File: config.mk
export PLATFORM = sky130hd
export DESIGN_NAME = rom_dl_ctrl
export DESIGN_NICKNAME = d
export VERILOG_FILES = /design/src/m62_pkg.sv /design/src/rom_dl_ctrl.sv
export SDC_FILE = /design/constraint.sdc
export NUM_CORES = 1
export LEC_CHECK = 0
export BUFFER_PORTS_ARGS = -buffer_cell sky130_fd_sc_hd__buf_2
export CORE_MARGIN = 10
export CORE_UTILIZATION = 36
export CTS_CLUSTER_SIZE = 24
export DETAILED_ROUTE_END_ITERATION = 7
export PLACE_DENSITY_LB_ADDON = 0.3
export SYNTH_ARGS = -nofsm -noshare
export SYNTH_HDL_FRONTEND = slang
export SYNTH_SLANG_ARGS = --single-unit
File: constraint.sdc
create_clock -name clk_sys -period 2.6 [get_ports clk_sys]
set_input_delay 0.13 -clock clk_sys [delete_from_list [all_inputs] [get_ports clk_sys]]
set_output_delay 0.13 -clock clk_sys [all_outputs]
set_load 0.01 [all_outputs]
File: src/m62_pkg.sv
package m62_pkg;

	// download and memory geometry
	localparam int byte_aw = 20;
	localparam int word_aw = 17;   // 128k words or 256 KiB

	// cpu side address widths
	localparam int cpu_aw = 17;
	localparam int snd_aw = 16;

	// rom map in download byte addresses
	localparam logic [byte_aw-1:0] cpu_base = 20'h00000;
	localparam logic [byte_aw-1:0] snd_base = 20'h20000;
	localparam logic [byte_aw-1:0] rom_end  = 20'h30000;   // gfx and proms start here

	// game stays in reset this many clk_sys cycles after loading
	localparam int reset_hold = 64;

	typedef struct packed {
		logic [7:0] hi;   // odd byte
		logic [7:0] lo;   // even byte
	} rom_bytes_t;

	// one memory word seen whole or as its two byte lanes
	typedef union packed {
		logic [15:0] word;
		rom_bytes_t  b;
	} rom_word_t;

endpackage

File: src/rom_dl_ctrl.sv
`timescale 1ns/1ps

module rom_dl_ctrl (
	input  logic                        clk_sys,
	input  logic                        rst_n,
	input  logic                        dl_active,
	input  logic                        dl_wr,
	input  logic [m62_pkg::byte_aw-1:0] dl_addr,
	input  logic [7:0]                  dl_data,
	input  logic                        wr_gnt,
	output logic                        wr_req,
	output logic [m62_pkg::word_aw-1:0] wr_addr,
	output logic [15:0]                 wr_data,
	output logic [1:0]                  wr_be,
	output logic                        rom_loaded
);

	logic dl_wr_d;
	logic dl_active_d;
	logic dl_take;

	// rising edge of the strobe inside the download and below rom_end
	assign dl_take = dl_active & dl_wr & ~dl_wr_d & (dl_addr < m62_pkg::rom_end);

	always_ff @(posedge clk_sys) begin
		if (!rst_n) begin
			dl_wr_d     <= 1'b0;
			dl_active_d <= 1'b0;
			wr_req      <= 1'b0;
			rom_loaded  <= 1'b0;
		end else begin
			dl_wr_d     <= dl_wr;
			dl_active_d <= dl_active;

			// strobes are spaced widely so one pending slot is enough
			if (dl_take)
				wr_req <= 1'b1;
			else if (wr_gnt)
				wr_req <= 1'b0;

			if (dl_active_d && !dl_active)
				rom_loaded <= 1'b1;   // sticky until rst_n
		end
	end

	always_ff @(posedge clk_sys) begin
		if (dl_take) begin
			wr_addr <= dl_addr[m62_pkg::word_aw:1];
			wr_data <= {dl_data, dl_data};   // same byte on both lanes
			wr_be   <= {dl_addr[0], ~dl_addr[0]};
		end
	end

endmodule

==> metrics.json <==
{
  "run_status": "finished clean",
  "finalSetupViolCount": 0,
  "area_growth_pct": 62.23,
  "finalNetCount": 179,
  "mappedNetlistNets": 84,
  "worst_skew_pair.late_latency_ns": 0.31,
  "timing.hold.ws_ns": 0.03852,
  "place.detailed.instances": 144,
  "placement_rows": 19,
  "initial_core_util_pct": 37.84,
  "finalCoreUtilization_pct": 61.39,
  "dieHeight_um": 73.84,
  "clock_tree.htree_level_count": 2,
  "drtPass1Iterations": 2,
  "num_vias": 774,
  "layout-drive-gt1-share_pct": 52.38,
  "layout.cell_area.non_filler_um2": 1693,
  "antenna_left": 0,
  "fp.dieW_um": 73.84,
  "cap_viol_max_count": 0,
  "cts_post_setup_buffers_inserted": 0,
  "cts-resized-gates": 0,
  "filler_cell_count": 229,
  "grt_util_all_layers_pct": 10.28,
  "initial_antenna_violation_count": 0,
  "setup.reg_to_reg.worst_slack_ns": 0.94,
  "total_power_mw": 0.8722,
  "max-slew-margin-rel_pct": 70.93,
  "synth_cell_types": 12,
  "postSynthRegisterBits": 31,
  "post-place-ws_ns": 0.9454,
  "gr-total-overflow": 0,
  "synth.yosys.warnings": 0,
  "layoutNonFillerInstCount": 178,
  "place_congestion": 0.6129,
  "cts_max_path_buffers": 2,
  "dpl-instance-area_um2": 1384,
  "drt-wirelength-per-cell_um": 15.00,
  "fmax_ghz": 0.5652,
  "hold_path_class": "input port to register",
  "diodes": 0,
  "rsz0062_at_grt": "false",
  "synth_area_per_cell_um2": 20.46,
  "seqCellArea_um2": 890.9,
  "max_slew.worst_pin.slew_ns": 0.4327,
  "initialDrtViolationCount": 37,
  "timing.final.ws_setup_ns": 0.8306,
  "cp_max_fo": 22,
  "grt_first_pass_wirelength_um": 4257,
  "fin_crit_sh_pct": 68.05,
  "hold_viol_final": 0,
  "sequential_element_share_of_the_synthesized_area_pct": 85.37,
  "number_of_instances_in_the_synthesized_netlist": 51,
  "drv_slew": 0,
  "clk_transition_reported_paths_ns": 0.09,
  "final_period_minus_worst_setup_slack_ns": 1.769,
  "worstSetupPathType": "input port to register",
  "finalClockSkew_ns": 0.008400,
  "cts_root_buffer": "clkbuf_4",
  "area_of_the_mapped_netlist_um2": 1044,
  "fp.coreArea_um2": 2758,
  "critPathRequiredTime_ns": 2.59,
  "p_leak_nw": 0.7251,
  "end_kind": "register",
  "p_per_area_nw_per_um2": 515.2,
  "dieArea_um2": 5452,
  "grt_pass1_vias": 869,
  "clkSinkCount": 31,
  "start_kind": "input port",
  "tritoncts": "built",
  "detail_route.wirelength_um": 2670,
  "vdd.ir_drop.worst_mv": 0.3988,
  "number_of_buffer_cells_added_on_primary_ports": 69,
  "grt_start_max_net_pins": 23,
  "worstPathArrival_ns": 1.76,
  "number_of_buffers_inserted_during_clock_tree_synthesis": 5,
  "sum_of_negative_setup_slack_ns": 0,
  "io-pin-count": 70,
  "area_of_the_multi_input_gates_um2": 97.59,
  "drc": 0,
  "routed_via_density": 4.348
}
-- Yosys cell counts --
| cell | n | area, um^2 |
|---|---|---|
| nor4_2 | 1 | 12.51 |
| buf_4 | 8 | 60.06 |
| dfxtp_1 | 4 | 80.08 |
| o31ai_2 | 1 | 12.51 |
| and2_1 | 3 | 18.77 |
| edfxtp_1 | 27 | 810.8 |
| nand2b_1 | 2 | 12.51 |
| inv_1 | 1 | 3.750 |
| nand4bb_1 | 1 | 11.26 |
| nor2b_1 | 1 | 6.260 |
| nand3b_1 | 1 | 7.510 |
| o21a_1 | 1 | 7.510 |
-- metal layers --
metal | GRT usage, % | routed length, um
met1 | 10.59 | 975
met2 | 14.87 | 1207
met3 | 8.883 | 478
met4 | 3.727 | 9
met5 | 0 | 0
-- flip-flops by register name, summed over array words and instances (netlist names) --
signal	flops
dl_active_d	1
dl_wr_d	1
rom_loaded	1
wr_addr	17
wr_be	2
wr_data	8
wr_req	1
-- placed cells by master (no fill, tap or decap) --
cell type,Yosys,routed
nand4bb_1,1,1
nor2b_1,1,1
nand2b_1,2,2
nand3b_1,1,1
clkinv_1,0,2
clkbuf_1,0,1
dfxtp_1,4,4
inv_1,1,1
clkbuf_4,0,5
nor4_4,0,1
o31ai_2,1,1
dlygate4sd3_1,0,26
buf_2,0,69
and2_1,3,3
buf_4,8,1
o21a_1,1,1
edfxtp_1,27,27
-- what timing repair did --
action                                  in CTS  in global routing
hold endpoints to repair                    26                  0
hold buffers                                26                  0
endpoints found under the setup margin       0                  0
-- critical path, stage by stage --
cell           delay [ns]
dlygate4sd3_1        0.53
buf_2                0.12
and2_1               0.19
nor4_4               0.41
buf_4                0.37
-- power by group --
part	leakage [nW]	internal [mW]	switching, mW
combinational	0.421	0.0518	0.0276
sequential	0.277	0.549	0.00231
clock	0.0273	0.0999	0.142
-- kinds of logic after synthesis --
kind of cell           Yosys count  synth area share, %
DFF                             31                85.37
and+or+nand+nor                  9                6.595
buffers and inverters            9                6.115
AOI/OAI and AO/OA                2                1.919
-- layout make-up --
class                   count  area share, %
repair buffers             96          36.22
multi-input cells          11          5.765
flip-flops and latches     31          52.62
clock inverters             2         0.4435
well taps                  31          2.291
clock buffers               6          2.439
inverters                   1         0.2217
-- worst paths after layout --
path                             startpoint         end  cells after the start
worst max-delay path            dl_addr[17]  wr_addr[1]                      5
worst min-delay path                  dl_wr     dl_wr_d                      2
worst max register to register      dl_wr_d  wr_addr[1]                      3
worst min register to register   rom_loaded  rom_loaded                      1
No activity file was read; power rests on OpenSTA's default activity.
