`src/m62_pkg.sv`:
```
package m62_pkg;

	// download and memory geometry
	localparam int byte_aw = 20;
	localparam int word_aw = 17;   // 128k words or 256 KiB

	// cpu side address widths
	localparam int cpu_aw = 17;
	localparam int snd_aw = 16;

	// rom map in download byte addresses
	localparam logic [byte_aw-1:0] cpu_base = 20'h00000;
	localparam logic [byte_aw-1:0] snd_base = 20'h20000;
	localparam logic [byte_aw-1:0] rom_end  = 20'h30000;   // gfx and proms start here

	// game stays in reset this many clk_sys cycles after loading
	localparam int reset_hold = 64;

	typedef struct packed {
		logic [7:0] hi;   // odd byte
		logic [7:0] lo;   // even byte
	} rom_bytes_t;

	// one memory word seen whole or as its two byte lanes
	typedef union packed {
		logic [15:0] word;
		rom_bytes_t  b;
	} rom_word_t;

endpackage

```
`src/reset_gen.sv`:
```
`timescale 1ns/1ps

module reset_gen (
	input  logic clk_sys,
	input  logic rst_n,
	input  logic rom_loaded,
	input  logic reset_btn,
	output logic game_reset
);

	logic [$clog2(m62_pkg::reset_hold + 1)-1:0] hold_cnt;

	always_ff @(posedge clk_sys) begin
		if (!rst_n) begin
			hold_cnt   <= $bits(hold_cnt)'(m62_pkg::reset_hold);
			game_reset <= 1'b1;
		end else begin
			if (!rom_loaded || reset_btn)
				hold_cnt <= $bits(hold_cnt)'(m62_pkg::reset_hold);   // keep reloading
			else if (hold_cnt != '0)
				hold_cnt <= hold_cnt - 1'b1;
			game_reset <= (hold_cnt != '0);
		end
	end

endmodule

```
`config.mk`:
```
export PLATFORM = sky130hd
export DESIGN_NAME = reset_gen
export DESIGN_NICKNAME = d
export VERILOG_FILES = /design/src/m62_pkg.sv /design/src/reset_gen.sv
export SDC_FILE = /design/constraint.sdc
export NUM_CORES = 1
export LEC_CHECK = 0
export ABC_AREA = 1
export ABC_CLOCK_PERIOD_IN_PS = 1680
export BUFFER_PORTS_ARGS = -buffer_cell sky130_fd_sc_hd__buf_4
export CELL_PAD_IN_SITES_DETAIL_PLACEMENT = 1
export CELL_PAD_IN_SITES_GLOBAL_PLACEMENT = 1
export CORE_AREA = 2 2 39 41
export CTS_CLUSTER_SIZE = 8
export DETAILED_ROUTE_END_ITERATION = 12
export DIE_AREA = 0 0 41 43
export PLACE_DENSITY = 0.71
export SKIP_LAST_GASP = 1
export SLEW_MARGIN = 30
export SYNTH_ARGS = -nofsm -noshare
export SYNTH_HDL_FRONTEND = slang
export SYNTH_SLANG_ARGS = --single-unit
```
`constraint.sdc`:
```
create_clock -name clk_sys -period 1.68 [get_ports clk_sys]
set_input_delay 0 -clock clk_sys [delete_from_list [all_inputs] [get_ports clk_sys]]
set_output_delay 0 -clock clk_sys [all_outputs]
set_load 0.02 [all_outputs]
```
==> summary.md <==
| Metric | Value |
|---|---|
| Reg clk slew, reported paths | `roughly 60 ps` |
| HPWL after DPL | `690 µm` |
| Initial Util | `31.0%` |
| CP Cell Sequence | `inv_1 -> ha_1 -> nand2_4 -> o21ai_2 -> nor2_1` |
| Number of cells on the worst reg-to-reg path | `5` |
| Hold Path Depth | `4` |
| Placer Congestion | `about 0.77` |
| Relative contribution of combinational cells to total power | `approximately a fifth` |
| Max-Cap Viols | `0` |
| Port Buf Inserts | `4` |
| I/O Pins | `5` |
| Share of final-layout standard cells stronger than drive strength 1 | `between 10% and 20%` |
| Total Routing Usage GR | `approximately an eighth` |
| Synthesized netlist net count | `66` |
| Run status | `completed` |
| RSZ-0062 raised after global routing | `no` |
| Top cell family by delay on the critical path | `flip-flops` |
| Final period demand of the worst path | `between 1000 and 1500 ps` |
| CTS tree | `yes` |
| Required @ worst endpoint | `1820 ps` |
| Post-synthesis instance area | `429 µm²` |
| # setup viols final | `0` |
| Via count of the first global-routing pass | `between 300 and 400` |
| Highest Clock Rate | `between 0.8 and 0.9 GHz` |
| Max Used Layer | `met4` |
| WP data arrival | `approximately 1400 ps` |
| Gate count of the mapped netlist | `60` |
| Internal power consumption | `approximately 0.00032 W` |
| Die H | `between 40 and 50 µm` |
| Endpoint of the most critical register-to-register path | `hold_cnt[4]$_SDFFE_PP0P_` |
| Largest net degree at the start of global routing | `9` |
| Number of buffers inserted during clock tree synthesis | `3` |
| Tightest Hold Check Type | `primary input to flip-flop` |
| Tcrit/Tclk final | `72.2%` |
| Via-to-Cell Ratio | `between 4 and 5` |
| Maximum single-stage delay on the critical path | `around 290 ps` |
| Clk network pwr share | `around 34%` |
| Worst-case clock buffer depth | `2` |
| Routed vias | `between 300 and 400` |
| Routed length on met1 | `approximately 430 µm` |
| Final Hold Fails | `0` |
| Placement row count | `14` |
| Net switching share of the total power | `28.5%` |
| Worst Hold Path EP | `hold_cnt[1]$_SDFFE_PP0P_` |
| Crit end category | `flip-flop` |
| Worst R2R Start | `hold_cnt[0]$_SDFFE_PP0P_` |
| Met2 WL post-DR | `between 300 and 400 µm` |
| Number of design-rule violations left by the first detailed-router iteration | `4` |
| Number of nets with antenna violations after detailed routing | `0` |
| Headroom to the max-slew limit | `79.6%` |
| Number of pins with negative max-slew slack in the final report | `0` |
| Launch point of the worst hold path | `reset_btn` |
| Diode count | `0` |
| Fraction of power consumed by sequential logic | `between 40% and 50%` |
| Accumulated negative setup slack | `0 ps` |
| Worst supply voltage drop on vdd | `around 0.4 mV` |
| Worst R2R Setup Slack | `~470 ps` |
| Area added between synthesis and finish | `19.2%` |
| Drt wl/cell | `10.2 µm` |
| Placement Cell Area | `479 µm²` |
| #FFs+latches synth | `8` |
| Horizontal extent of the die | `~41 µm` |
| Detail Route met3 WL | `~36 µm` |
| Power per cell area | `864 nW/µm²` |
| Cell with the biggest individual delay on the critical path | `sky130_fd_sc_hd__dfxtp_1` |
| Placeable Area | `roughly 1400 µm²` |
| Routed wire length | `approximately 850 µm` |
| Fillcell total | `180` |
| Antenna violations before repair | `0` |
| Count of clock tree sinks | `8` |
| Path type of the worst setup path | `flip-flop to flip-flop` |
| Final layout net count | `between 70 and 80` |
| Later-pin clock latency in the skew report | `250 ps` |
| Post-route DRC violation count | `0` |
| Yosys cell types | `15` |
| Synthesized area divided by synthesized cell count | `between 7 and 8 µm²` |
| Global-route wire length before repair | `approximately 1500 µm` |
| Final setup skew | `about 0.35 ps` |
| Finished Cell Area | `around 510 µm²` |
| Leakage dissipation | `~0.25 nW` |
| Die area | `about 1800 µm²` |
| CP Launch Type | `flip-flop` |
| Sw Pwr | `0.000126 W` |
| Clk root buf | `sky130_fd_sc_hd__clkbuf_4` |
| Count of yosys warnings during synthesis | `0` |
| Final global-route overflow total | `0` |
| Worst-path maximum fanout | `8` |
| Post-synthesis sequential area ratio | `between 30% and 40%` |
| Worst slew pin tran | `between 300 and 400 ps` |
| Number of buffers and inverters on the critical path | `1` |
| CTS H-tree lvls | `1` |
| Number of iterations in the first detailed-routing pass | `2` |
[cell usage after synthesis]
master	n	share of area [%]
sky130_fd_sc_hd__nand2_1	13	11
sky130_fd_sc_hd__nor2_1	13	11
sky130_fd_sc_hd__dfxtp_1	8	37
sky130_fd_sc_hd__inv_1	8	7.0
sky130_fd_sc_hd__nand3_1	6	7.0
sky130_fd_sc_hd__ha_1	2	5.8
sky130_fd_sc_hd__nor2_4	2	5.2
sky130_fd_sc_hd__a21boi_0	1	1.7
sky130_fd_sc_hd__nand2_2	1	1.5
sky130_fd_sc_hd__nand2_4	1	2.6
sky130_fd_sc_hd__nand4_1	1	1.5
sky130_fd_sc_hd__nor2_2	1	1.5
sky130_fd_sc_hd__o21ai_2	1	2.0
sky130_fd_sc_hd__xnor2_1	1	2.0
sky130_fd_sc_hd__xor2_1	1	2.0
[cells in the final DEF, fill, tap and decap left out, types with 2 or more instances in the layout]
cell type                  count
sky130_fd_sc_hd__ha_1          2
sky130_fd_sc_hd__nor2_1       13
sky130_fd_sc_hd__clkbuf_4      3
sky130_fd_sc_hd__dfxtp_1       8
sky130_fd_sc_hd__nand2_1      13
sky130_fd_sc_hd__inv_1         8
sky130_fd_sc_hd__buf_4         4
sky130_fd_sc_hd__nand3_1       6
sky130_fd_sc_hd__nor2_4        2
[per-stage QoR]
step           utilization, %  hold WS (ps)  setup slack, ps  total power, W  cells
6_report                 37.0          46.1              466        0.000442     84
5_1_grt                  37.0          72.7              355        0.000473     84
4_1_cts                  37.0          34.7              463        0.000457     84
3_5_place_dp             34.6           186              466        0.000295     80
3_3_place_gp             34.6           179              475        0.000293     80
2_1_floorplan               -          68.7              615        0.000275     60
[registers in the layout, summed over array words and instances, names as in the netlist]
| name | flops |
|---|---|
| game_reset | 1 |
| hold_cnt | 7 |
[cell type report]
type                    instances  area [µm²]  share of cell area [%]
well taps                      16        20.0                    3.91
flip-flops and latches          8         160                    31.3
inverters                       8        30.0                    5.87
repair buffers                  5        40.0                    7.82
clock buffers                   3        22.5                    4.40
multi-input cells              44         239                    46.7
[power by group through the flow]
| stage | registers [W] | logic, W | clock network [W] |
|---|---|---|---|
| 3_5_place_dp | 0.000210 | 0.0000850 | 0 |
| 3_3_place_gp | 0.000210 | 0.0000833 | 0 |
| 2_1_floorplan | 0.000209 | 0.0000657 | 0 |
| 6_report | 0.000206 | 0.0000854 | 0.000151 |
| 5_1_grt | 0.000207 | 0.0000994 | 0.000167 |
| 4_1_cts | 0.000206 | 0.0000872 | 0.000164 |
[worst max path at each step]
stage	start	to	slack, ps	cells after the start
floorplan	hold_cnt[0]$_SDFFE_PP0P_	hold_cnt[4]$_SDFFE_PP0P_	620	5
CTS	hold_cnt[0]$_SDFFE_PP0P_	hold_cnt[4]$_SDFFE_PP0P_	460	5
global placement	hold_cnt[0]$_SDFFE_PP0P_	hold_cnt[4]$_SDFFE_PP0P_	480	5
global route	hold_cnt[0]$_SDFFE_PP0P_	hold_cnt[6]$_SDFFE_PP1P_	350	5
detailed placement	hold_cnt[0]$_SDFFE_PP0P_	hold_cnt[4]$_SDFFE_PP0P_	470	5
finish	hold_cnt[0]$_SDFFE_PP0P_	hold_cnt[4]$_SDFFE_PP0P_	470	5
[layer usage]
| layer | up-vias | global-route usage [%] |
|---|---|---|
| met5 | - | 0 |
| met4 | 0 | 10.0 |
| met3 | 2 | 3.14 |
| met2 | 5 | 17.5 |
| met1 | 163 | 17.4 |
| li1 | 200 | - |
[tightest hold or removal path: stages]
cell and delay (ps):
sky130_fd_sc_hd__buf_4 80, sky130_fd_sc_hd__nor2_1 70, sky130_fd_sc_hd__nand2_1 80, sky130_fd_sc_hd__nor2_1 30
[timing repair]
| action | in CTS | in global routing |
|---|---|---|
| resized for setup | 0 | 0 |
| endpoints found under the hold margin | 1 | 0 |
| hold buffers | 1 | 0 |
| buffers inserted | 0 | 0 |
[cell families (layout without fill, tap and decap cells)]
family / count (synthesis) / count (layout) / share of synthesized area, %
AOI/OAI and AO/OA: 2 / 2 / 3.79
xor gates and xnor gates: 2 / 2 / 4.08
adders and majority gates: 2 / 2 / 5.83
buffers and inverters: 8 / 16 / 7.00
DFF: 8 / 8 / 37.3
and+or+nand+nor: 38 / 38 / 42.0
Note: power is estimated with default switching activity, not from simulation.
