[src/m62_pkg.sv]
package m62_pkg;

	// download and memory geometry
	localparam int byte_aw = 20;
	localparam int word_aw = 17;   // 128k words or 256 KiB

	// cpu side address widths
	localparam int cpu_aw = 17;
	localparam int snd_aw = 16;

	// rom map in download byte addresses
	localparam logic [byte_aw-1:0] cpu_base = 20'h00000;
	localparam logic [byte_aw-1:0] snd_base = 20'h20000;
	localparam logic [byte_aw-1:0] rom_end  = 20'h30000;   // gfx and proms start here

	// game stays in reset this many clk_sys cycles after loading
	localparam int reset_hold = 64;

	typedef struct packed {
		logic [7:0] hi;   // odd byte
		logic [7:0] lo;   // even byte
	} rom_bytes_t;

	// one memory word seen whole or as its two byte lanes
	typedef union packed {
		logic [15:0] word;
		rom_bytes_t  b;
	} rom_word_t;

endpackage

[src/rom_fetch_port.sv]
`timescale 1ns/1ps

module rom_fetch_port #(
	parameter logic [m62_pkg::byte_aw-1:0] region_base = '0,
	parameter int                          aw          = 16
) (
	input  logic                        clk_sys,
	input  logic                        rst_n,
	input  logic                        req,
	input  logic [aw-1:0]               addr,
	input  logic                        gnt,
	input  logic                        rdata_vld,
	input  logic                        rdata_mine,
	input  m62_pkg::rom_word_t          rdata,
	output logic                        rd_req,
	output logic [m62_pkg::word_aw-1:0] rd_addr,
	output logic [7:0]                  data,
	output logic                        ack
);

	logic [m62_pkg::word_aw:0] byte_addr;   // byte address inside the shared memory
	logic                      wait_data;
	logic                      take;
	logic                      hit;

	assign take = req & ~rd_req & ~wait_data;   // only accepted when idle
	assign hit  = wait_data & rdata_vld & rdata_mine;

	assign rd_addr = byte_addr[m62_pkg::word_aw:1];

	always_ff @(posedge clk_sys) begin
		if (!rst_n) begin
			rd_req    <= 1'b0;
			wait_data <= 1'b0;
			ack       <= 1'b0;
		end else begin
			ack <= 1'b0;
			if (take) begin
				rd_req <= 1'b1;
			end else if (gnt) begin
				rd_req    <= 1'b0;
				wait_data <= 1'b1;
			end else if (hit) begin
				wait_data <= 1'b0;
				ack       <= 1'b1;
			end
		end
	end

	always_ff @(posedge clk_sys) begin
		if (take)
			byte_addr <= {{(m62_pkg::word_aw + 1 - aw){1'b0}}, addr}
				+ region_base[m62_pkg::word_aw:0];
		if (hit)
			data <= byte_addr[0] ? rdata.b.hi : rdata.b.lo;   // odd byte on high lane
	end

endmodule

[config.mk]
export PLATFORM = sky130hd
export DESIGN_NAME = rom_fetch_port
export DESIGN_NICKNAME = d
export VERILOG_FILES = /design/src/m62_pkg.sv /design/src/rom_fetch_port.sv
export SDC_FILE = /design/constraint.sdc
export NUM_CORES = 1
export LEC_CHECK = 0
export CORE_MARGIN = 2
export CORE_UTILIZATION = 40
export CTS_CLUSTER_DIAMETER = 150
export CTS_CLUSTER_SIZE = 12
export DETAILED_ROUTE_END_ITERATION = 10
export DONT_BUFFER_PORTS = 1
export PLACE_DENSITY = 0.51
export SYNTH_ARGS = -nofsm -noshare
export SYNTH_HDL_FRONTEND = slang
export SYNTH_SLANG_ARGS = --single-unit
[constraint.sdc]
create_clock -name clk_sys -period 2.2 [get_ports clk_sys]
set_input_delay 0.22 -clock clk_sys [delete_from_list [all_inputs] [get_ports clk_sys]]
set_output_delay 0.22 -clock clk_sys [all_outputs]
set_load 0.01 [all_outputs]
==> out/qor.yml, run 1 <==
die_y_um: 56.6
dp_hpwl_um: 1120
p_per_area_mw_per_mm2: 738
rows: 19
crit_chain: "mux2_4"
gp_congestion: 0.621
clockPowerShare_pct: 23.5
drv_slew: 0
swShare_pct: 21.2
syn_inst: 63
via_count: 473
dieArea_mm2: 0.00321
n_fill_cell: 243
avgSynthCellArea_um2: 17.6
clkTransAtPathRegs_ns: 0.14
reg2reg_to: "data[2]"
cts_made_buffers: 3
hp-start: "rst_n"
cp.buffers_inverters: 0
antenna_cells: 0
grt_pass1_wl_um: 2330
hold_viol_final: 0
reg2reg_slack_ns: 0.97
coreArea_mm2: 0.00269
grtUsageTotal_pct: 10.1
tns_ns: 0
finalSetupViolations: 0
start_util_pct: 41.3
synth_warnings: 0
yosysUniqueCellTypes: 12
max-cap-violations: 0
power_frac_comb_pct: 7.8
first_pass_iters: 3
cts_buffer_depth: 2
worst_slack_ns: 0.969
antenna_found_initial: 0
path_class: "flip-flop to flip-flop"
async_flop_share_pct: 0
yosys-top-cells-area: "edfxtp_1 65%, buf_4 12%, mux2_4 11%"
finalClockSkew_ns: 0.00706
grt_pass1_vias: 500
synth.most_common_cell: "edfxtp_1"
ios: 65
gr-total-overflow: 0
port_buffers: 0
start_kind: "flip-flop"
switchingPower_mw: 0.191
ys_top_cells_by_count: "24 x edfxtp_1, 18 x buf_4, 8 x mux2_4, 3 x dfxtp_1"
critical_path_arrival_ns: 1.32
netlist_area_mm2: 0.00111
drtIter0Drc: 13
yosysTopAreaCell: "edfxtp_1"
timing.critical_path.max_delay_family: "flip-flops"
required_ns: 2.29
period_needed_ns: 1.23
critPathMaxStageDelay_ns: 0.66
p_leak_nw: 0.451
root_buffer: "clkbuf_4"
worstPathMaxFanout: 8
r2r.worst_path.cells: 1
crit_start: "byte_addr[0]"
cts_tree: "yes"
cts_resized: 0
power.internal_mw: 0.710
timing.rr.start: "byte_addr[0]"
synth-seq-cells: 27
fmax_mhz: 812
netlist.area_leader.share_pct: 65.0
grt_max_degree: 19
via_per_inst: 4.78
wl_um: 1570
rsz0062_at_grt: "false"
hp-class: "input pin to flip-flop"
period_share_pct: 56.0
cpMaxStageDelayCell: "edfxtp_1"
crit_cells: 1
layout-drive-gt1-share_pct: 20.6
seq_power_share_pct: 68.7
ys_seq_area_share_pct: 70.4
wl_per_cell_um: 15.9
peakVddDrop_v: 0.000323
drc: 0
p_total_mw: 0.901
crit_end: "data[2]"
place_ws_ns: 0.979
htreeDepth: 1
ant_nets: 0
clkSinkCount: 27
synth_flop_cell: "edfxtp_1"
outcome: "completed"
synth_edf_count: 24
endpoint_kind: "flip-flop"
nets: 107
syn2layout_area_growth_pct: 10.0
clkLatencyLatePin_ns: 0.32
dieWidth_um: 56.6
layout by cell type (no fill, tap or decap):
cell type	count
a211oi_2	1
a21bo_1	1
and3_1	2
buf_4	1
clkbuf_1	1
clkbuf_4	3
conb_1	2
dfxtp_1	3
dlygate4sd3_1	17
edfxtp_1	24
inv_1	2
mux2_4	8
nor2b_1	1
nor3b_2	1
o21a_1	1
power by group through the flow:
stage	logic, mW	registers, mW	clock network (mW)
after floorplan	0.0808	0.612	0
after global placement	0.0457	0.631	0
after detailed placement	0.0478	0.631	0
after CTS	0.0721	0.619	0.218
after global routing	0.0763	0.622	0.241
final	0.0703	0.619	0.212
flip-flops by register name, indices dropped and copies added, names as in the netlist:
register and cells:
byte_addr 16, data 8, ack 1, wait_data 1
rd_req 1
per-layer routing:
metal	up-vias	GRT usage (%)	routed length, um
met4	0	7.14	28
met2	32	16.9	853
met5	-	0	0
met3	4	2.30	134
met1	223	11.2	556
li1	214	-	-
how the worst min path moves through the flow:
stage / cells after the start / slack [ns] / end
final: 1 / 0.03 / ack
after CTS: 2 / 0.03 / wait_data
after floorplan: 0 / 0.32 / byte_addr[0]
after global placement: 0 / 0.32 / byte_addr[15]
after global routing: 1 / 0.01 / ack
after detailed placement: 0 / 0.32 / byte_addr[14]
what timing repair did:
item	CTS	global route
hold endpoints to repair	18	0
endpoints found under the setup margin	0	0
buffers inserted	0	0
hold buffers	17	0
layout make-up:
class	count	area, um^2	share of cell area, %
flip-flops and latches	27	781	64.0
repair buffers	18	178	14.6
clock buffers	4	26.3	2.15
well taps	31	38.8	3.18
inverters	2	7.51	0.615
multi-input cells	17	189	15.5
through the flow:
stage / hold WS, ns / area, um^2 / instances / util, %
global placement: 0.319 / 1020 / 78 / 38.1
global route: 0.0127 / 1220 / 99 / 45.4
detailed placement: 0.319 / 1020 / 78 / 38.1
CTS: 0.0341 / 1220 / 99 / 45.4
finish: 0.0346 / 1220 / 99 / 45.4
floorplan: 0.319 / 1110 / 64 / -
kinds of logic (layout without fill, tap and decap cells):
family / after synthesis / after routing / synth area share [%]
flip-flops: 27 / 27 / 70.4
buffers and inverters: 20 / 24 / 12.9
multiplexers: 8 / 8 / 10.8
AND/OR/NAND/NOR: 4 / 4 / 2.82
AO/OA/AOI/OAI: 3 / 3 / 2.71
other: 1 / 2 / 0.338
Note: power is estimated with default switching activity, not from simulation.
==> run 2: changes to the inputs <==
clock period = 1.2 ns   (was 2.2 ns; I/O delays follow)
==> run 2 against run 1 <==
Compared with the run above: sequential power is 83% higher; fmax rose by 8.7%; flip-flop and latch count did not move; routed wire length rose by 14%; die area unchanged.
==> out/qor.yml, run 2 (same netlist as run 1, synthesis figures left out) <==
required_ns: 1.27
critical_path_arrival_ns: 1.21
final_cell_mix: "26 x dlygate4sd3_1, 24 x edfxtp_1, 8 x mux2_4"
antenna_found_initial: 0
start_util_pct: 41.3
gp_congestion: 0.593
dieWidth_um: 56.6
grt_max_degree: 19
via_count: 527
grt_pass1_vias: 540
grtUsageTotal_pct: 10.3
rows: 19
dieArea_mm2: 0.00321
drv_slew: 0
dp_hpwl_um: 1290
hold_end: "data[1]"
layout_commonest_cell: "dlygate4sd3_1"
min_path_cells: 1
drc: 0
wl_per_cell_um: 16.4
peakVddDrop_v: 0.000814
htreeDepth: 1
outcome: "completed"
clkSinkCount: 27
layout-drive-gt1-share_pct: 22.8
tns_ns: 0
syn2layout_area_growth_pct: 23.7
wl_um: 1800
timing.rr.start: "byte_addr[0]"
postPlaceCellArea_mm2: 0.00108
clkLatencyLatePin_ns: 0.31
cts_made_buffers: 3
period_share_pct: 94.4
via_per_inst: 4.79
p_leak_nw: 0.514
period_needed_ns: 1.13
ant_nets: 0
p_per_area_mw_per_mm2: 1230
final_util_pct: 51.0
reg2reg_slack_ns: 0.07
r2r.worst_path.cells: 2
fmax_mhz: 883
hold_viol_final: 0
nets: 118
root_buffer: "clkbuf_4"
largestRegisters: "byte_addr (16), data (8)"
clkTransAtPathRegs_ns: 0.13
hp-start: "rdata[9]"
largest_reg_flops: 16
finalClockSkew_ns: 0.00225
place_ws_ns: 0.0780
n_fill_cell: 218
worst_slack_ns: 0.0674
max-cap-violations: 0
largest_register: "byte_addr"
finalSetupViolations: 0
start_kind: "flip-flop"
final_area_mm2: 0.00137
coreArea_mm2: 0.00269
gr-total-overflow: 0
worstPathMaxFanout: 8
endpoint_kind: "flip-flop"
grt_pass1_wl_um: 2420
cts_tree: "yes"
rsz0062_at_grt: "false"
drtIter0Drc: 12
cts_buffer_depth: 2
antenna_cells: 0
path_class: "flip-flop to flip-flop"
reg2reg_to: "data[5]"
ios: 65
port_buffers: 0
first_pass_iters: 2
die_y_um: 56.6
hp-class: "input pin to flip-flop"
[run 2: stage by stage]
stage          std cells  hold slack [ns]  total power [mW]
6_report             110           0.0197              1.68
5_1_grt              110         0.000177              1.77
4_1_cts              104          0.00562              1.70
3_5_place_dp          80            0.219              1.28
3_3_place_gp          80            0.219              1.27
2_1_floorplan         64            0.219              1.27
[run 2: critical path, stage by stage, from the launching register on]
cell	delay [ns]
edfxtp_1	0.44
buf_12	0.17
mux2_4	0.30
[run 2: worst max path at each step]
stage / start / endpoint / slack (ns) / cells after the start
2_1_floorplan: rd_req / byte_addr[0] / -0.1 / 1
6_report: byte_addr[0] / data[5] / 0.07 / 2
4_1_cts: byte_addr[0] / data[5] / 0.06 / 2
3_3_place_gp: byte_addr[0] / data[7] / 0.09 / 2
3_5_place_dp: byte_addr[0] / data[5] / 0.08 / 2
5_1_grt: byte_addr[0] / data[5] / 0.06 / 2
[run 2: final cells by class]
type,instances,area (um^2),share of cell area (%)
Clock inverter,1,5.00,0.365
Clock buffer,3,22.5,1.64
Sequential cell,27,782,57.0
Timing Repair Buffer,29,320,23.4
Inverter,2,7.51,0.547
Tap cell,31,38.8,2.83
Multi-Input combinational cell,17,195,14.2
[run 2: routing by layer]
metal | up-vias | wire length [um] | GRT usage, %
met3 | 2 | 160 | 2.53
li1 | 239 | - | -
met5 | - | 0 | 0
met1 | 251 | 595 | 9.65
met4 | 0 | 12 | 5.10
met2 | 35 | 1030 | 20.1
[run 2: repair_timing]
item	in CTS	in global routing
hold buffers	20	6
hold endpoints to repair	19	4
setup buffers	0	0
endpoints found under the setup margin	0	0
resized for setup	0	0
[run 2: power by group]
group	switching, mW	total (mW)	internal (mW)
logic	0.0614	0.188	0.127
clock network	0.241	0.365	0.124
registers	0.0443	1.13	1.09
==> run 3: changes to the inputs <==
CORE_UTILIZATION = 25   (was 40)
PLACE_DENSITY = 0.35   (was 0.51)
==> run 3 against run 2 <==
Compared with the run above: global-route usage fell by 3.3 points; highest routed layer unchanged; largest power group unchanged; die area up 55%; via count shrank 8.7%; cell count increased by 12%; critical endpoint is now byte_addr[3]; cell area decreased by 3.6%.
==> out/qor.yml, run 3 (same netlist as run 1, synthesis figures left out) <==
die_y_um: 70.6
syn2layout_area_growth_pct: 19.3
finalSetupViolations: 0
r2r.worst_path.cells: 2
hold_end: "wait_data"
largest_reg_flops: 16
p_total_mw: 1.79
worstPathMaxFanout: 16
hp-class: "input pin to flip-flop"
period_needed_ns: 1.15
drv_slew: 0
rsz0062_at_grt: "false"
ant_nets: 0
wl_per_cell_um: 14.2
timing.rr.start: "rd_req"
wl_um: 1750
endpoint_kind: "flip-flop"
dieArea_mm2: 0.00498
path_class: "flip-flop to flip-flop"
clkTransAtPathRegs_ns: 0.09
cpMaxStageDelayCell: "dfxtp_2"
start_kind: "flip-flop"
critPathMaxStageDelay_ns: 0.36
cts_hold_buf: 18
crit_start: "rd_req"
timing.critical_path.max_delay_family: "flip-flops"
gr-total-overflow: 0
layout_commonest_cell: "edfxtp_1"
layout-drive-gt1-share_pct: 23.9
crit_chain: "nor3b_4 > buf_12"
reg2reg_slack_ns: 0.05
whs_ns: 0.0436
grt_max_degree: 17
p_per_area_mw_per_mm2: 1360
cts_buffer_depth: 2
required_ns: 1.18
outcome: "completed"
min_path_cells: 2
root_buffer: "clkbuf_8"
nets: 110
cts_resized: 0
max-cap-violations: 0
htreeDepth: 1
rows: 24
antenna_cells: 0
cp.buffers_inverters: 1
n_fill_cell: 445
finalClockSkew_ns: 0.00232
grtUsageTotal_pct: 7.00
cts_made_buffers: 3
coreArea_mm2: 0.00432
peakVddDrop_v: 0.000507
start_util_pct: 25.6
clkSinkCount: 27
seqCellArea_um2: 782
hp-start: "rdata_vld"
p_leak_nw: 0.481
port_buffers: 0
largest_register: "byte_addr"
antenna_found_initial: 0
fmax_mhz: 872
drc: 0
via_count: 481
drtIter0Drc: 4
grt_pass1_wl_um: 2620
reg2reg_to: "byte_addr[3]"
period_share_pct: 95.6
via_per_inst: 3.91
dieWidth_um: 70.6
grt_pass1_vias: 525
first_pass_iters: 2
final_cell_mix: "24 x edfxtp_1, 18 x dlygate4sd3_1, 8 x mux2_4"
critical_path_arrival_ns: 1.13
cts_post_setup_buffers_inserted: 0
hold_viol_final: 0
multiInputGateArea_um2: 195
gp_congestion: 0.612
largestRegisters: "byte_addr (16), data (8)"
ios: 65
cts_tree: "yes"
clkLatencyLatePin_ns: 0.26
run 3: cell count changes in the layout (fill, tap and decap cells not counted):
cell | previous run | this run
clkbuf_8 | 0 | 3
clkbuf_1 | 0 | 1
buf_4 | 0 | 1
buf_12 | 3 | 2
clkbuf_4 | 3 | 0
dlygate4sd3_1 | 26 | 18
clkinv_2 | 1 | 0
run 3: cell type report:
cell class / instances / share of cell area, %
timing repair buffer: 21 / 17.2
clock buffer: 4 / 3.41
multi-input combinational: 17 / 14.8
inverter: 2 / 0.568
tap: 52 / 4.92
sequential: 27 / 59.1
run 3: per-layer routing:
layer,global-route usage (%),routed length (um),vias up
met5,0,0,-
met4,3.14,17,0
met3,2.71,141,2
met2,11.0,879,31
met1,8.57,708,228
li1,-,-,220
run 3: worst max path at each step:
stage                          to  slack, ns  cells past startpoint
detailed placement   byte_addr[4]       0.06                      2
finish               byte_addr[3]       0.05                      2
global placement    byte_addr[10]       0.09                      2
floorplan            byte_addr[0]       -0.1                      1
CTS                  byte_addr[4]       0.04                      2
global route         byte_addr[2]      0.004                      2
run 3: through the flow:
| stage | utilization, % | TNS (ns) | instance area (um^2) | cells | worst slack [ns] |
|---|---|---|---|---|---|
| 2_1_floorplan | - | -1.54 | 1120 | 64 | -0.0963 |
| 3_3_place_gp | 25.4 | 0 | 1100 | 101 | 0.0913 |
| 3_5_place_dp | 25.4 | 0 | 1100 | 101 | 0.0579 |
| 4_1_cts | 30.6 | 0 | 1320 | 123 | 0.0443 |
| 5_1_grt | 30.6 | 0 | 1320 | 123 | 0.00403 |
| 6_report | 30.6 | 0 | 1320 | 123 | 0.0531 |
run 3: report_power, final:
part,internal (mW),switching (mW)
combinational,0.104,0.0568
sequential,1.09,0.0421
clock,0.237,0.267
total,1.43,0.365
