--- config.mk ---
export PLATFORM = sky130hd
export DESIGN_NAME = rom_arbiter
export DESIGN_NICKNAME = d
export VERILOG_FILES = /design/src/m62_pkg.sv /design/src/rom_arbiter.sv
export SDC_FILE = /design/constraint.sdc
export NUM_CORES = 1
export LEC_CHECK = 0
export ABC_AREA = 1
export BUFFER_PORTS_ARGS = -buffer_cell sky130_fd_sc_hd__clkbuf_2
export CORE_MARGIN = 2
export CORE_UTILIZATION = 35
export DETAILED_ROUTE_END_ITERATION = 8
export GPL_TIMING_DRIVEN = 0
export PLACE_DENSITY = 0.79
export SLEW_MARGIN = 40
export SYNTH_ARGS = -nofsm -noshare
export SYNTH_HDL_FRONTEND = slang
export SYNTH_SLANG_ARGS = --single-unit
--- constraint.sdc ---
create_clock -name clk_sys -period 1.3 [get_ports clk_sys]
set_input_delay 0.39 -clock clk_sys [delete_from_list [all_inputs] [get_ports clk_sys]]
set_output_delay 0.39 -clock clk_sys [all_outputs]
set_load 0.005 [all_outputs]
--- src/m62_pkg.sv ---
package m62_pkg;

	// download and memory geometry
	localparam int byte_aw = 20;
	localparam int word_aw = 17;   // 128k words or 256 KiB

	// cpu side address widths
	localparam int cpu_aw = 17;
	localparam int snd_aw = 16;

	// rom map in download byte addresses
	localparam logic [byte_aw-1:0] cpu_base = 20'h00000;
	localparam logic [byte_aw-1:0] snd_base = 20'h20000;
	localparam logic [byte_aw-1:0] rom_end  = 20'h30000;   // gfx and proms start here

	// game stays in reset this many clk_sys cycles after loading
	localparam int reset_hold = 64;

	typedef struct packed {
		logic [7:0] hi;   // odd byte
		logic [7:0] lo;   // even byte
	} rom_bytes_t;

	// one memory word seen whole or as its two byte lanes
	typedef union packed {
		logic [15:0] word;
		rom_bytes_t  b;
	} rom_word_t;

endpackage

--- src/rom_arbiter.sv ---
`timescale 1ns/1ps

module rom_arbiter (
	input  logic                        clk_sys,
	input  logic                        rst_n,
	input  logic                        wr_req,
	input  logic [m62_pkg::word_aw-1:0] wr_addr,
	input  logic [15:0]                 wr_data,
	input  logic [1:0]                  wr_be,
	input  logic                        cpu_req,
	input  logic [m62_pkg::word_aw-1:0] cpu_addr,
	input  logic                        snd_req,
	input  logic [m62_pkg::word_aw-1:0] snd_addr,
	input  logic [15:0]                 mem_rdata,
	output logic                        wr_gnt,
	output logic                        cpu_gnt,
	output logic                        snd_gnt,
	output logic                        mem_en,
	output logic                        mem_we,
	output logic [1:0]                  mem_be,
	output logic [m62_pkg::word_aw-1:0] mem_addr,
	output logic [15:0]                 mem_wdata,
	output logic                        rdata_vld,
	output logic                        rdata_cpu,
	output logic [15:0]                 rdata
);

	logic wr_pick;
	logic cpu_pick;
	logic snd_pick;

	// a request whose grant is showing this cycle is already served
	assign wr_pick  = wr_req & ~wr_gnt;
	assign cpu_pick = cpu_req & ~cpu_gnt & ~wr_pick;
	assign snd_pick = snd_req & ~snd_gnt & ~wr_pick & ~cpu_pick;

	always_ff @(posedge clk_sys) begin
		if (!rst_n) begin
			wr_gnt    <= 1'b0;
			cpu_gnt   <= 1'b0;
			snd_gnt   <= 1'b0;
			mem_en    <= 1'b0;
			mem_we    <= 1'b0;
			rdata_vld <= 1'b0;
			rdata_cpu <= 1'b0;
		end else begin
			wr_gnt  <= wr_pick;
			cpu_gnt <= cpu_pick;
			snd_gnt <= snd_pick;
			mem_en  <= wr_pick | cpu_pick | snd_pick;
			mem_we  <= wr_pick;

			// the store returns the word one cycle after the command
			rdata_vld <= mem_en & ~mem_we;
			rdata_cpu <= cpu_gnt;
		end
	end

	always_ff @(posedge clk_sys) begin
		if (wr_pick) begin
			mem_addr  <= wr_addr;
			mem_be    <= wr_be;
			mem_wdata <= wr_data;
		end else if (cpu_pick) begin
			mem_addr <= cpu_addr;
		end else if (snd_pick) begin
			mem_addr <= snd_addr;
		end
	end

	assign rdata = mem_rdata;   // both ports see it and the tag picks the owner

endmodule

==> results.md, run 1 <==
Outcome:
- The flow ran to the end, and the final reports show no timing, DRC or antenna violations.

Route:
- Wire segments on met2 add up to 2457 um in the final route.
- Wire segments on met3 add up to 616 um in the final route.
- The count of antenna-violating nets left after detailed routing is 0.
- The wire length per cell after detailed routing is about 13 um.
- The total wirelength of the detailed-routed design is 4751 um.
- The detailed-router iteration count before antenna repair is 4.
- The count of unresolved DRC violations after routing is 0.
- The via density per instance is 4.613.
- The routed layout has 1670 vias.
- The number of DRC violations after detailed-routing iteration 0 is 75.
- In the final routing, the length of wire on met1 measures ~1600 um.
- The detailed router used layers up to and including met4.

Global route:
- Global routing consumed, over all layers together, 16.53% of the routing resources.
- Global routing finished with a remaining overflow of 0.
- The wire length of the first global-routing pass is 6851 um.
- The number of antenna violations at the first check in global routing is 0.
- The pin count of the biggest net entering global routing is 28.
- The number of global-route vias before repair was between 1500 and 2000.

Critical path:
- Data on the critical path arrives at its endpoint at roughly 840 ps.
- The worst setup path is captured at a primary output.
- In this run the worst path has a maximum fanout of 4.
- Among all stages on the critical path, the largest delay is contributed by dfxtp_2.
- The critical path required time is 910 ps.
- The number of cells on the worst reg-to-reg path is 4.
- The reg-to-reg critical path endpoint is mem_wdata[3].
- The cell family contributing the most delay on the critical path is flip-flops.
- By startpoint and endpoint, the worst setup path is classified as reg -> out.
- The buffers plus inverters on the worst setup path is 2.
- For this run, the slowest stage of the critical path takes approximately 340 ps.
- Across all register-to-register paths, the minimum setup slack is 110 ps.
- The category of the worst setup path launch point is a flop.
- Walking the worst path, the cells encountered are buf_4 > clkbuf_2.
- The worst register-to-register path begins at mem_we.

Synthesis:
- The number of distinct library cells after synthesis is 15.
- For this run, the leading register cell type out of synthesis is edfxtp_1.
- A synthesized cell averages ~11 um^2.
- The number of nets in the synthesized netlist is roughly 250.
- The count of flip-flops with a built-in enable after synthesis is 35.
- The count of state elements after synthesis is approximately 40.
- In this run the biggest area consumer among cell types represents roughly 59% of the synthesized area.
- The total standard cell area after synthesis is around 1800 um^2.
- The mux contribution to synthesized area is 0%.
- The share of the Yosys chip area taken by registers is 65.82%.
- The number of standard cells after synthesis is 155.
- After synthesis, the share of flip-flops with an asynchronous set or reset is 0%.
- In the synthesized netlist, the cells that appear most often are nand3_1, edfxtp_1, nand2_1, buf_4, dfxtp_1.
- Summing the areas of all xor and xnor instances in the mapped netlist gives 0% of the synthesized area.
- The leading cell type by number of instances after synthesis is nand3_1.
- The largest total area in the synthesized netlist belongs to edfxtp_1.
- After Yosys synthesis, and, or, nand and nor cells account for 22.01% of the synthesized area.
- The combinational family with the most area after synthesis is simple AND/OR/NAND/NOR gates.
- For this run, the number of Yosys warnings is 0.
- Of the total synthesized cell area, the portion taken by full adders, half adders and majority gates is 0%.
- Sorting the synthesized cells by area gives the leading types as edfxtp_1, nand3_1, buf_4, dfxtp_1, nand2_1.
- The area fraction in compound gates after synthesis is 0%.

Cells and area:
- Once layout is complete, the cells apart from fillers number 362.
- The share of layout cells above drive strength 1 is 58.98%.
- The number of nets in the layout is 384.
- Once layout is complete, the utilization of the core stands at a little under three fifths.
- The layout has about 450 filler cells.
- The synthesis-to-layout area growth is 50.00%.
- The final instance area is roughly 2700 um^2.
- The repair_antennas step left the layout with diodes totalling 0.

Timing:
- The routed design could run at a clock period as short as 1232 ps.
- The tightest hold path in the finished design has a slack of 280.4 ps.
- The relative max-transition margin is 85.59%.
- Setup repair after global routing left no endpoint under its margin.
- The final count of pins violating max slew is 0.
- The number of hold-slack violations in the final timing report is 0.
- The clock skew is about 4.2 ps.
- Derived from the worst setup path, the maximum achievable clock frequency is 811.8 MHz.
- The part of the cycle the worst path needs is a little over nine tenths.
- The slew at the pin closest to its max-slew limit is 215.7 ps.
- After routing, the total negative slack on setup checks comes to 0 ps.
- Setup violations remaining at the end of the flow were counted as 0.

Placed design:
- Counting tap cells, the placed design contains a total of 353 instances.
- After legalization and detailed placement, the total HPWL measured 3796 um.
- The cell area reported after detailed placement is 2519 um^2.
- At the end of routability-driven placement, the weighted congestion stood at 0.7169.
- Port buffering added 131 buffers.

Floorplanning:
- The die height is around 75 um.
- The floorplan die area is approximately 5700 um^2.
- The row count is 25.
- In this run the count of I/O pins placed on the die edge is 148.
- The initial utilization of the core area, before any placement, comes to a little under two fifths.
- The area of the placeable core is 4817 um^2.
- The die extent in x is 75.30 um.

Clock network:
- TritonCTS built the clock tree.
- The clock passes through at most 2 buffers.
- The clock reaches the later pin of the worst-skew pair after 290 ps.
- The CTS buffer count is 5.
- The maximum level of the CTS H-tree is 2.
- The clock root buffer is clkbuf_8.
- The CTS clock-pin slew for the worst setup and hold paths is 80 ps.
- The number of sinks on the clock net is just over 40.

Pwr:
- In this run the power density over the cells is ~1200 nW/um^2.
- The maximum vdd ir drop is 578.9 uV.
- The reported leakage power is around 0.0013 uW.

Min path:
- The startpoint identified for the worst hold timing path is wr_data[13].
- The end of the worst hold path is mem_wdata[13].
- The min-delay analysis places its worst path in the category in -> reg.
- The worst hold path depth is 1.

Run:
- The total of max-cap violations is 0.
==> flip-flops by register name, summed over array words and instances (netlist names) <==
signal     cells
cpu_gnt        1
mem_addr      17
mem_be         2
mem_en         1
mem_wdata     16
mem_we         1
rdata_cpu      1
rdata_vld      1
snd_gnt        1
==> how the worst max path moves through the flow <==
| stage | startpoint | to | slack (ps) | cells past startpoint |
|---|---|---|---|---|
| detailed placement | wr_req | mem_be[1] | -300 | 4 |
| finish | mem_we | wr_gnt | 70 | 2 |
| global placement | cpu_req | mem_addr[8] | -310 | 4 |
| CTS | mem_we | wr_gnt | 30 | 2 |
| global route | mem_we | mem_addr[8] | 20 | 6 |
| floorplan | cpu_gnt | mem_addr[0] | 10 | 4 |
==> layer usage <==
| layer | vias up | track usage (%) |
|---|---|---|
| li1 | 803 | - |
| met1 | 743 | 17.02 |
| met2 | 116 | 30.72 |
| met3 | 8 | 5.952 |
| met4 | 0 | 5.848 |
| met5 | - | 0 |
==> worst reg2reg max path: cells and delay by family (launching register included) <==
family	cells	cell delay, ps
buffers and inverters	3	480
AND/OR/NAND/NOR	1	60
flip-flops	1	340
==> final cells by class <==
cell class / instances / area (um^2) / area share [%]
Sequential cell: 41 / 1174 / 43.98
Timing Repair Buffer: 132 / 675.6 / 25.32
Multi-Input combinational cell: 81 / 399.1 / 14.96
Buffer: 25 / 196.4 / 7.361
Tap cell: 67 / 83.83 / 3.141
Clock buffer: 5 / 68.82 / 2.579
Clock inverter: 3 / 41.29 / 1.547
Inverter: 8 / 30.03 / 1.125
==> cell families after synthesis <==
family	count (synthesis)
and+or+nand+nor	81
DFF	41
buffers and inverters	33
==> what timing repair did <==
item | 4_1_cts | 5_1_grt
endpoints found under the setup margin | 46 | 9
hold buffers | 0 | 0
resized for setup | 4 | 2
pin swaps | 1 | 0
buffers inserted | 1 | 0
==> per-stage QoR <==
stage / worst slack [ps] / total power [uW]
floorplan: 9.905 / 1849
global placement: -308.9 / 2139
detailed placement: -302.2 / 2151
CTS: 25.86 / 3150
global route: 18.88 / 3267
finish: 68.15 / 3109
==> where the power goes <==
part	switching [uW]	total, uW	internal (uW)	leakage [uW]
logic	253	530	277	0.000891
clock network	419	984	565	0.0000518
registers	32.4	1600	1560	0.000403
==> cell usage in the layout (no fill, tap or decap) <==
cell type,count
clkinv_1,1
buf_8,1
nand3_4,1
nor2_1,2
nand3_1,51
dfxtp_1,4
buf_2,1
clkbuf_2,131
buf_4,22
nand2_2,1
buf_12,1
nor3_2,1
inv_2,4
nor2_4,1
dfxtp_2,2
buf_6,1
bufinv_16,1
clkbuf_8,5
nor3_1,1
nand2_1,23
inv_1,4
edfxtp_1,35
clkinvlp_4,1
(Power assumes the default switching activity.)
==> run 2, diff against run 1 <==
--- a/config.mk
+++ b/config.mk
@@ -9,8 +9,10 @@
 export BUFFER_PORTS_ARGS = -buffer_cell sky130_fd_sc_hd__clkbuf_2
 export CORE_MARGIN = 2
 export CORE_UTILIZATION = 35
+export CTS_CLUSTER_SIZE = 14
 export DETAILED_ROUTE_END_ITERATION = 8
 export GPL_TIMING_DRIVEN = 0
+export MAX_ROUTING_LAYER = met4
 export PLACE_DENSITY = 0.79
 export SLEW_MARGIN = 40
 export SYNTH_ARGS = -nofsm -noshare
==> results.md, run 2 (same netlist as run 1, synthesis figures left out) <==
Floorplanning:
- The area of the placeable core is 4817 um^2 (unchanged).
- The row count is 25 (unchanged).
- The initial core utilization came to 36.94% (unchanged).
- The number of top-level design ports came to 148 (unchanged).
- The die extent in x is 75.30 um (unchanged).
- The floorplan die area is 5670 um^2 (unchanged).
- The die height is 75.30 um (unchanged).

Critical path:
- The capturing element type of the critical path is a primary output.
- The worst-case register-to-register setup slack is 110 ps (about the same).
- The arrival time of data at the critical path endpoint is 840 ps (about the same).
- The slowest stage of the critical path belongs to the cell dfxtp_2.
- The critical path required time is 910 ps (about the same).
- STA classifies the critical path startpoint as a flop.
- The biggest fanout along the worst timing path came to 4 (unchanged).
- The startpoint-to-endpoint class of the critical path is reg -> out.
- The critical path goes through buf_4 > clkbuf_2.
- The cell family contributing the most delay on the critical path is flip-flops.
- The longest individual stage delay on the worst path came to 340 ps (about the same).
- The buffers plus inverters on the worst setup path is 2 (unchanged).

Cells and area:
- The number of flip-flops in the largest register was 17 (unchanged).
- The non-filler instance count after layout is 362 (unchanged).
- Compared with the post-synthesis result, the final layout area differs by 50.28%.
- Counting flops per register, the top entry is mem_addr.
- The share of layout cells above drive strength 1 was 58.98% (unchanged).
- The final instance area was 2674 um^2 (+0.19%).
- The number of filler instances in the final layout is 451 (unchanged).
- The flip-flop and latch area is 1174 um^2 (unchanged).
- In the layout the commonest cells are clkbuf_2, nand3_1, edfxtp_1.
- The most common cell after layout, fill and taps aside is clkbuf_2.
- The number of nets in the layout is 384 (unchanged).
- The antenna diode count was 0 (unchanged).
- In the final layout, the registers with the most flip-flops are mem_addr (17), mem_wdata (16), mem_be (2).
- The total area of multi-input combinational cells is 399.1 um^2 (unchanged).

Clock network:
- The worst-skew pair later-pin latency is 290 ps (about the same).
- The CTS buffer count is 5 (unchanged).
- The number of sinks on the clock net was 41 (unchanged).
- The CTS clock-pin slew for the worst setup and hold paths is 80 ps (about the same).
- The maximum level of the CTS H-tree is 2 (unchanged).
- The cts-stage hold buffer count is 0 (unchanged).
- The TritonCTS clock tree is yes.
- The maximum clock insertion buffer count is 2 (unchanged).
- Clock tree synthesis selected as its root buffer the cell clkbuf_8.

Global route:
- The leftover overflow at the end of global routing is 0 (unchanged).
- The number of global-route vias before repair is 1547 (+0.13%).
- The number of antenna violations at the first check in global routing is 0 (unchanged).
- The wire length of the first global-routing pass is 6837 um (-0.20%).
- The pin count of the biggest net entering global routing is 28 (unchanged).
- The aggregate global-route resource usage is 16.96% (+0.43 points).

Timing:
- The minimum period implied by the final worst setup slack is 1231 ps (-1.296 ps).
- The part of the cycle the worst path needs was 94.66% (-0.10 points).
- The clock skew is 4.113 ps (-0.1254 ps).
- The count of endpoints failing setup in the final report came to 0 (unchanged).
- The slew at the pin closest to its max-slew limit came to 220.1 ps (+4.434 ps).
- The final count of pins violating max slew came to 0 (unchanged).
- The number of hold-slack violations in the final timing report is 0 (unchanged).
- The upper clock frequency limit is 812.6 MHz (+0.11%).
- The relative max-transition margin is 85.30% (-0.28 points).
- Setup repair after global routing left no endpoint under its margin.

Route:
- The via density per instance is 4.586 (-0.60%).
- The count of antenna-violating nets left after detailed routing came to 0 (unchanged).
- The total wirelength of the detailed-routed design is 4764 um (+0.27%).
- The number of DRC violations after detailed-routing iteration 0 is 89 (+19%).
- The total via count in the routed design came to 1660 (-0.60%).
- The count of unresolved DRC violations after routing came to 0 (unchanged).
- The wire length per cell after detailed routing came to 13.16 um (+0.27%).
- The detailed-router iteration count before antenna repair is 4 (unchanged).

Pwr:
- The reported leakage power is 0.001348 uW (+0.13%).
- The maximum vdd ir drop is 579.7 uV (+0.13%).
- The power per cell area came to 1164 nW/um^2 (about the same).

Outcome:
- The flow ran to the end, and the final reports show no timing, DRC or antenna violations.

Min path:
- The path class of the lowest-slack min-delay path is in -> reg.

Run:
- The total of max-cap violations is 0 (unchanged).

Placed design:
- The half-perimeter wire length after placement is 3796 um (unchanged).
- The cell count after placement is 353 (unchanged).
- The final RePlAce weighted congestion was 0.7252 (+1.2%).
- The count of buffers from port buffering came to 131 (unchanged).
- The cell area reported after detailed placement was 2519 um^2 (unchanged).
## run 2: per-stage QoR
| stage | hold WS (ps) | util [%] | setup slack [ps] | setup TNS (ps) | power (uW) |
|---|---|---|---|---|---|
| floorplan | 426.1 | - | 9.905 | 0 | 1849 |
| global placement | 418.3 | 52.29 | -308.9 | -12920 | 2139 |
| detailed placement | 435.1 | 52.29 | -302.2 | -12960 | 2151 |
| CTS | 272.5 | 55.30 | 25.86 | 0 | 3150 |
| global route | 264.9 | 55.51 | 27.52 | 0 | 3266 |
| finish | 282.4 | 55.51 | 69.45 | 0 | 3112 |
## run 2: worst paths after layout
kind                    start             to  cells after the start
setup / recovery       mem_we         wr_gnt                      2
hold / removal    wr_data[13]  mem_wdata[13]                      1
setup reg to reg       mem_we    mem_addr[8]                      6
hold reg to reg        mem_we      rdata_vld                      1
## run 2: what timing repair did
| action | in CTS | in global routing |
|---|---|---|
| resized for setup | 4 | 3 |
| pin swaps | 1 | 0 |
| buffers inserted | 1 | 0 |
| gates cloned | 0 | 0 |
| setup endpoints to repair | 46 | 9 |
## run 2: routing by layer
layer	track usage (%)	vias to the layer above	part of all wire (%)
li1	-	803	-
met1	17.19	738	35
met2	30.72	112	51
met3	5.291	7	12
met4	5.848	0	1.6
met5	-	-	0
## run 2: final cells by class
type	count	share of cell area [%]
repair buffers	132	25.27
multi-input cells	81	14.93
flip-flops and latches	41	43.89
inverters	8	1.123
well taps	67	3.135
clock buffers	5	2.574
clock inverters	3	1.544
plain buffers	25	7.534
## run 2: power breakdown
part	switching, uW	internal (uW)	leakage (uW)
Clock	420	565	0.0000518
Combinational	253	280	0.000893
Sequential	32.5	1560	0.000403
